==> src/rtl/block_pkg.sv <==
`default_nettype none

package block_pkg;

	// One 32-bit word of a cipher block.
	typedef logic [31:0] word_t;

	// w3 is the most significant word.
	typedef struct packed
	{
		word_t w3;
		word_t w2;
		word_t w1;
		word_t w0;
	} block_t;

	localparam int BLOCK_W = $bits(block_t);

	// Smallest width that holds every value from 0 to max_count.
	function automatic int count_width(input int max_count);
		int w;
		w = 1;
		while ((1 << w) <= max_count)
		begin
			w = w + 1;
		end
		return w;
	endfunction

	// Index width for a buffer of the given depth.
	function automatic int index_width(input int depth);
		return count_width(depth - 1);
	endfunction

endpackage

`default_nettype wire
==> src/rtl/block_whitener.sv <==
`default_nettype none

module block_whitener
	import block_pkg::*;
#(
	parameter int FIFO_DEPTH = 8,
	parameter int OUT_CREDITS = 4
)
(
	input logic clk,
	input logic rst,

	// Upstream.
	input logic in_valid,
	input block_t in_block,
	output logic in_credit,

	// Held stable while blocks are in flight.
	input block_t key,

	// Downstream.
	output logic out_valid,
	output block_t out_block,
	input logic out_credit
);

	block_t fifo_data;
	logic fifo_empty;
	logic fifo_full;
	logic fifo_read;

	// Upstream credits keep writes away from a full buffer.
	fifo_buffer #(
		.DEPTH(FIFO_DEPTH)
	) u_fifo_buffer (
		.clk(clk),
		.rst(rst),
		.write(in_valid),
		.read(fifo_read),
		.data_in(in_block),
		.data_out(fifo_data),
		.empty(fifo_empty),
		.full(fifo_full)
	);

	whitening_stage #(
		.OUT_CREDITS(OUT_CREDITS)
	) u_whitening_stage (
		.clk(clk),
		.rst(rst),
		.fifo_empty(fifo_empty),
		.fifo_data(fifo_data),
		.fifo_read(fifo_read),
		.key(key),
		.out_credit(out_credit),
		.in_credit(in_credit),
		.out_valid(out_valid),
		.out_block(out_block)
	);

endmodule

`default_nettype wire

==> src/rtl/whitening_stage.sv <==
`default_nettype none

module whitening_stage
	import block_pkg::*;
#(
	parameter int OUT_CREDITS = 4
)
(
	input logic clk,
	input logic rst,

	// FIFO side.
	input logic fifo_empty,
	input block_t fifo_data,
	output logic fifo_read,

	input block_t key,

	// Credits in both directions.
	input logic out_credit,
	output logic in_credit,

	// Downstream.
	output logic out_valid,
	output block_t out_block
);

	logic has_credit;

	// Read data is valid the cycle after a pop.
	logic pop_q;

	logic hold_valid;
	block_t hold_block;

	credit_counter #(
		.INIT(OUT_CREDITS)
	) u_credit_counter (
		.clk(clk),
		.rst(rst),
		.consume(fifo_read),
		.give_back(out_credit),
		.has_credit(has_credit)
	);

	// AddRoundKey step, one word at a time.
	function automatic block_t whiten_block(input block_t data, input block_t k);
		block_t r;
		r.w3 = data.w3 ^ k.w3;
		r.w2 = data.w2 ^ k.w2;
		r.w1 = data.w1 ^ k.w1;
		r.w0 = data.w0 ^ k.w0;
		return r;
	endfunction

	// Pop only with a block waiting and room downstream.
	assign fifo_read = !fifo_empty && has_credit;

	always_ff @(posedge clk)
	begin
		if (rst)
		begin
			pop_q <= 1'b0;
			in_credit <= 1'b0;
			hold_valid <= 1'b0;
			out_valid <= 1'b0;
		end
		else
		begin
			pop_q <= fifo_read;
			// Each freed FIFO entry goes back upstream.
			in_credit <= fifo_read;
			hold_valid <= pop_q;
			out_valid <= hold_valid;
		end
	end

	// Captured before the FIFO register is overwritten by the next pop.
	always_ff @(posedge clk)
	begin
		if (pop_q)
			hold_block <= fifo_data;
		if (hold_valid)
			out_block <= whiten_block(hold_block, key);
	end

endmodule

`default_nettype wire

==> src/rtl/credit_counter.sv <==
`default_nettype none

module credit_counter
	import block_pkg::*;
#(
	parameter int INIT = 4
)
(
	input logic clk,
	input logic rst,

	input logic consume,
	input logic give_back,

	output logic has_credit
);

	localparam int CNT_W = count_width(INIT);

	generate
		if (INIT < 1)
		begin : g_init_check
			$error("credit_counter needs at least one credit.");
		end
	endgenerate

	logic [CNT_W-1:0] count;
	logic [CNT_W-1:0] count_next;

	// Spend and return in one cycle cancel.
	always_comb
	begin
		case ({consume, give_back})
			2'b10: count_next = count - 1'b1;
			2'b01: count_next = count + 1'b1;
			default: count_next = count;
		endcase
	end

	always_ff @(posedge clk)
	begin
		if (rst)
			count <= CNT_W'(INIT);
		else
			count <= count_next;
	end

	assign has_credit = (count != '0);

endmodule

`default_nettype wire

==> src/rtl/fifo_buffer.sv <==
`default_nettype none

module fifo_buffer
	import block_pkg::*;
#(
	parameter int DEPTH = 8
)
(
	input logic clk,
	input logic rst,

	input logic write,
	input logic read,
	input block_t data_in,

	output block_t data_out,
	output logic empty,
	output logic full
);

	localparam int PTR_W = index_width(DEPTH);
	localparam int CNT_W = count_width(DEPTH);

	generate
		if (DEPTH < 2)
		begin : g_depth_check
			$error("fifo_buffer needs at least two entries.");
		end
	endgenerate

	block_t mem [DEPTH];

	logic [PTR_W-1:0] wr_ptr;
	logic [PTR_W-1:0] rd_ptr;
	logic [PTR_W-1:0] wr_ptr_next;
	logic [PTR_W-1:0] rd_ptr_next;

	logic [CNT_W-1:0] count;
	logic [CNT_W-1:0] count_next;

	logic do_write;
	logic do_read;

	// Wraps at DEPTH, so the depth need not be a power of two.
	function automatic logic [PTR_W-1:0] ptr_inc(input logic [PTR_W-1:0] ptr);
		if (ptr == PTR_W'(DEPTH - 1))
			return '0;
		return ptr + 1'b1;
	endfunction

	// A write into a full buffer is dropped.
	always_comb
	begin
		do_write = write && !full;
		do_read = read && !empty;
	end

	always_comb
	begin
		wr_ptr_next = wr_ptr;
		rd_ptr_next = rd_ptr;
		if (do_write)
			wr_ptr_next = ptr_inc(wr_ptr);
		if (do_read)
			rd_ptr_next = ptr_inc(rd_ptr);
	end

	// Read and write together leave the count alone.
	always_comb
	begin
		case ({do_write, do_read})
			2'b10: count_next = count + 1'b1;
			2'b01: count_next = count - 1'b1;
			default: count_next = count;
		endcase
	end

	always_ff @(posedge clk)
	begin
		if (rst)
		begin
			wr_ptr <= '0;
			rd_ptr <= '0;
			count <= '0;
			empty <= 1'b1;
			full <= 1'b0;
		end
		else
		begin
			wr_ptr <= wr_ptr_next;
			rd_ptr <= rd_ptr_next;
			count <= count_next;
			// Flags follow the next count.
			empty <= (count_next == '0);
			full <= (count_next == CNT_W'(DEPTH));
		end
	end

	// Storage and the read register.
	always_ff @(posedge clk)
	begin
		if (do_write)
			mem[wr_ptr] <= data_in;
		if (do_read)
			data_out <= mem[rd_ptr];
	end

endmodule

`default_nettype wire

==> config.mk <==
export PLATFORM = sky130hd
export DESIGN_NAME = block_whitener
export DESIGN_NICKNAME = d
export VERILOG_FILES = /design/src/rtl/block_pkg.sv /design/src/rtl/block_whitener.sv /design/src/rtl/whitening_stage.sv /design/src/rtl/credit_counter.sv /design/src/rtl/fifo_buffer.sv
export SDC_FILE = /design/constraint.sdc
export NUM_CORES = 1
export LEC_CHECK = 0
export BUFFER_PORTS_ARGS = -buffer_cell sky130_fd_sc_hd__buf_2
export CORE_UTILIZATION = 41
export CTS_CLUSTER_DIAMETER = 120
export DETAILED_ROUTE_END_ITERATION = 8
export GPL_ROUTABILITY_DRIVEN = 0
export GPL_TIMING_DRIVEN = 0
export PLACE_DENSITY = 0.59
export SLEW_MARGIN = 20
export SYNTH_ARGS = -nofsm -noshare
export SYNTH_HDL_FRONTEND = slang
export SYNTH_HIERARCHICAL = 1
export SYNTH_SLANG_ARGS = --single-unit
==> constraint.sdc <==
create_clock -name clk -period 20.3 [get_ports clk]
set_input_delay 2.03 -clock clk [delete_from_list [all_inputs] [get_ports clk]]
set_output_delay 2.03 -clock clk [all_outputs]
set_load 0.03 [all_outputs]
==> flow_summary.yaml <==
global_routing:
  grt_pass1_vias: 24917
  antenna_found_initial: 35
  track_usage_pct: 18.2
  grt_pass1_wl_um: 169000
  grt_overflow: 0
  grt_start_max_net_pins: 50
power:
  fin_total_pwr_mw: 7.08
  power_leakage_nw: 21.0
  powerDensity_nw_per_um2: 112
  ir_worst_vdd_mv: 0.0901
finish:
  post-route-util_pct: 50.0
  layout_commonest_cell: "edfxtp_1"
  nFillCells: 9960
  nets: 3061
  drive_gt1_share_pct: 37.1
  stdcell_count: 4572
  final_cell_mix: "1408 x edfxtp_1, 417 x buf_2, 155 x mux4_2"
  area_growth_pct: 20.4
  finalInstanceArea_um2: 63100
logic_synthesis:
  syn_area_um2: 52400
  syn_avg_cell_area_um2: 25.0
  yosys.area_share.adder_pct: 0.205
  synth.top_cell.area_share_pct: 80.7
  synthXorXnorAreaFrac_pct: 2.24
  ys_seq_area_share_pct: 81.4
  yosys.area.top_type: "edfxtp_1"
  synth_seq_cells: 1426
  synth_compound_area_share_pct: 0.170
  synth_edf_count: 1408
  synth_mux_area_share_pct: 14.5
  synthSimpleGateAreaFrac_pct: 0.468
  synth_top_family_by_area: "multiplexers"
  netlist-cell-type-count: 36
  ys_top_cells_by_area: "edfxtp_1 81%, mux4_2 6.7%, mux4_1 5.1%"
  yosys_warnings: 6
  syn_nets: 2366
  ys_async_sr_fraction_pct: 0
  postSynthCellCount: 2098
  synth_flop_cell: "edfxtp_1"
placed_design:
  numPortBuffers: 389
  dp.cells: 4291
  hpwl_um: 76900
  dpl-instance-area_um2: 58200
routing:
  drtAntennaViolNets: 0
  drtIter0Drc: 1733
  wirelength_um: 117000
  drc: 0
  firstDrtPassIters: 7
  vias_per_cell: 5.16
  wl_per_cell_um: 25.6
  num_vias: 23605
die:
  initial_core_util_pct: 41.5
  io-pin-count: 390
  die_x_um: 359
  rows: 130
  dieArea_um2: 129000
  fp.dieH_um: 359
  core_area_um2: 126000
critical_path:
  crit_chain: "buf_2 > nor2b_1 > inv_1 > clkbuf_1 > nor3_2 > buf_4 > buf_4 > buf_4 > buf_4 > buf_6 > buf_4 > buf_4"
  crit_path_max_fanout: 10
  r2r-end: "u_fifo_buffer/mem[2][96]$_DFFE_PP_"
  crit-reg2reg-launch: "u_fifo_buffer/full$_SDFF_PP0_"
  slowest_stage: "nor3_2"
  cp.required_ns: 20.76
  arrival_ns: 5.19
  cp-start-kind: "input pin"
  path_class: "in -> reg"
  max_stage_delay_ns: 0.61
  cpMostUsedCell: "buf_4"
  endpoint_kind: "register"
  r2r_slack_ns: 16.70
  reg2reg_depth: 11
timing:
  rsz0062_at_grt: "no"
  hold_violations: 0
  period_minus_slack_ns: 4.73
  tightest_slew_ns: 1.11
  relSlewSlack_pct: 26.1
  finClkSkew_ns: 0.0241
  fin_tns_setup_ns: 0
  setup_viol: 0
  max_freq_mhz: 211
  slew_violations: 0
  fin_crit_sh_pct: 23.3
worst_hold_path:
  worstHoldStart: "u_fifo_buffer/data_out[118]$_DFFE_PP_"
  min_to: "u_whitening_stage/hold_block[118]$_DFFE_PP_"
  min_path_cells: 0
  worstHoldPathType: "reg -> reg"
clock_tree:
  clkTransAtPathRegs_ns: 0.06
  tritoncts: "yes"
  ctsHoldBuffers: 0
  h-tree-depth: 4
  cts.sinks: 1426
  clock_latency_ns: 0.76
  cts_resized: 0
  numCtsBuffers: 150
  cts_setup_buffers: 0
  ctsLongestPathBuffers: 3
  root_buffer: "clkbuf_16"
outcome:
  status: "finished clean"
job:
  drv_cap: 0
logic make-up after synthesis:
family	after synthesis
flops	1426
mux	386
xor+xnor	134
buf+inv	82
simple gates	48
compound gates	14
fa+ha+maj	8
per-layer routing:
| metal | global-route usage (%) | vias to the layer above | wire length (um) |
|---|---|---|---|
| met5 | 0 | - | 224 |
| met4 | 5.35 | 38 | 2420 |
| met3 | 4.19 | 212 | 6340 |
| met2 | 30.1 | 629 | 58300 |
| met1 | 23.9 | 12420 | 49700 |
| li1 | - | 10306 | - |
metrics by stage:
stage          worst slack [ns]  hold WS (ns)
2_1_floorplan              4.67         0.400
3_3_place_gp             -11.89         0.401
3_5_place_dp              14.79         0.405
4_1_cts                   15.62         0.402
5_1_grt                   15.44         0.411
6_report                  15.57         0.409
final cells by class:
type                       count  area [um2]  share of cell area (%)
antenna                        6        15.0                  0.0238
timing repair buffer         543        3700                    5.86
buffer                        76         503                   0.797
tap                         1650        2060                    3.27
multi-input combinational    590        9270                    14.7
clock buffer                 182        3960                    6.27
inverter                       6        30.0                  0.0476
sequential                  1426       42600                    67.6
clock inverter                93         891                    1.41
Yosys cell counts, types with 5 or more instances:
| cell type | instances |
|---|---|
| a21oi_1 | 7 |
| buf_1 | 15 |
| edfxtp_1 | 1408 |
| buf_6 | 23 |
| ha_1 | 7 |
| nor2b_1 | 5 |
| xor2_1 | 131 |
| dfxtp_1 | 18 |
| clkbuf_1 | 27 |
| nor2_1 | 14 |
| mux4_1 | 101 |
| nor3_1 | 9 |
| inv_1 | 6 |
| buf_2 | 8 |
| nand2_1 | 10 |
| mux2_2 | 128 |
| mux4_2 | 155 |
power by group:
group / leakage [nW] / internal [mW] / switching [mW]
sequential: 13.0 / 3.51 / 0.0842
combinational: 5.65 / 0.361 / 0.437
clock: 2.36 / 1.58 / 1.11
total: 21.0 / 5.45 / 1.63
flip-flops by register name, indices dropped and copies added, names as in the netlist, 3 cells and up:
name / flops
u_fifo_buffer/mem: 1024
u_whitening_stage/out_block: 128
u_fifo_buffer/rd_ptr: 3
u_fifo_buffer/data_out: 128
u_fifo_buffer/wr_ptr: 3
u_whitening_stage/hold_block: 128
u_whitening_stage/u_credit_counter/count: 3
u_fifo_buffer/count: 4
how the worst max path moves through the flow:
| stage | cells past startpoint | startpoint | end | slack, ns |
|---|---|---|---|---|
| detailed placement | 12 | in_valid | u_fifo_buffer/mem[2][86]$_DFFE_PP_ | 14.79 |
| floorplan | 4 | in_valid | u_fifo_buffer/mem[0][0]$_DFFE_PP_ | 4.67 |
| global route | 12 | in_valid | u_fifo_buffer/mem[2][96]$_DFFE_PP_ | 15.44 |
| CTS | 12 | in_valid | u_fifo_buffer/mem[2][96]$_DFFE_PP_ | 15.62 |
| finish | 12 | in_valid | u_fifo_buffer/mem[2][96]$_DFFE_PP_ | 15.57 |
| global placement | 5 | in_valid | u_fifo_buffer/mem[0][72]$_DFFE_PP_ | -11.89 |
critical path: cells and delay by family:
family / cells / cell delay [ns]
buffers and inverters: 10 / 2.09
and+or+nand+nor: 2 / 1.04
Note: power is estimated with default switching activity, not from simulation.
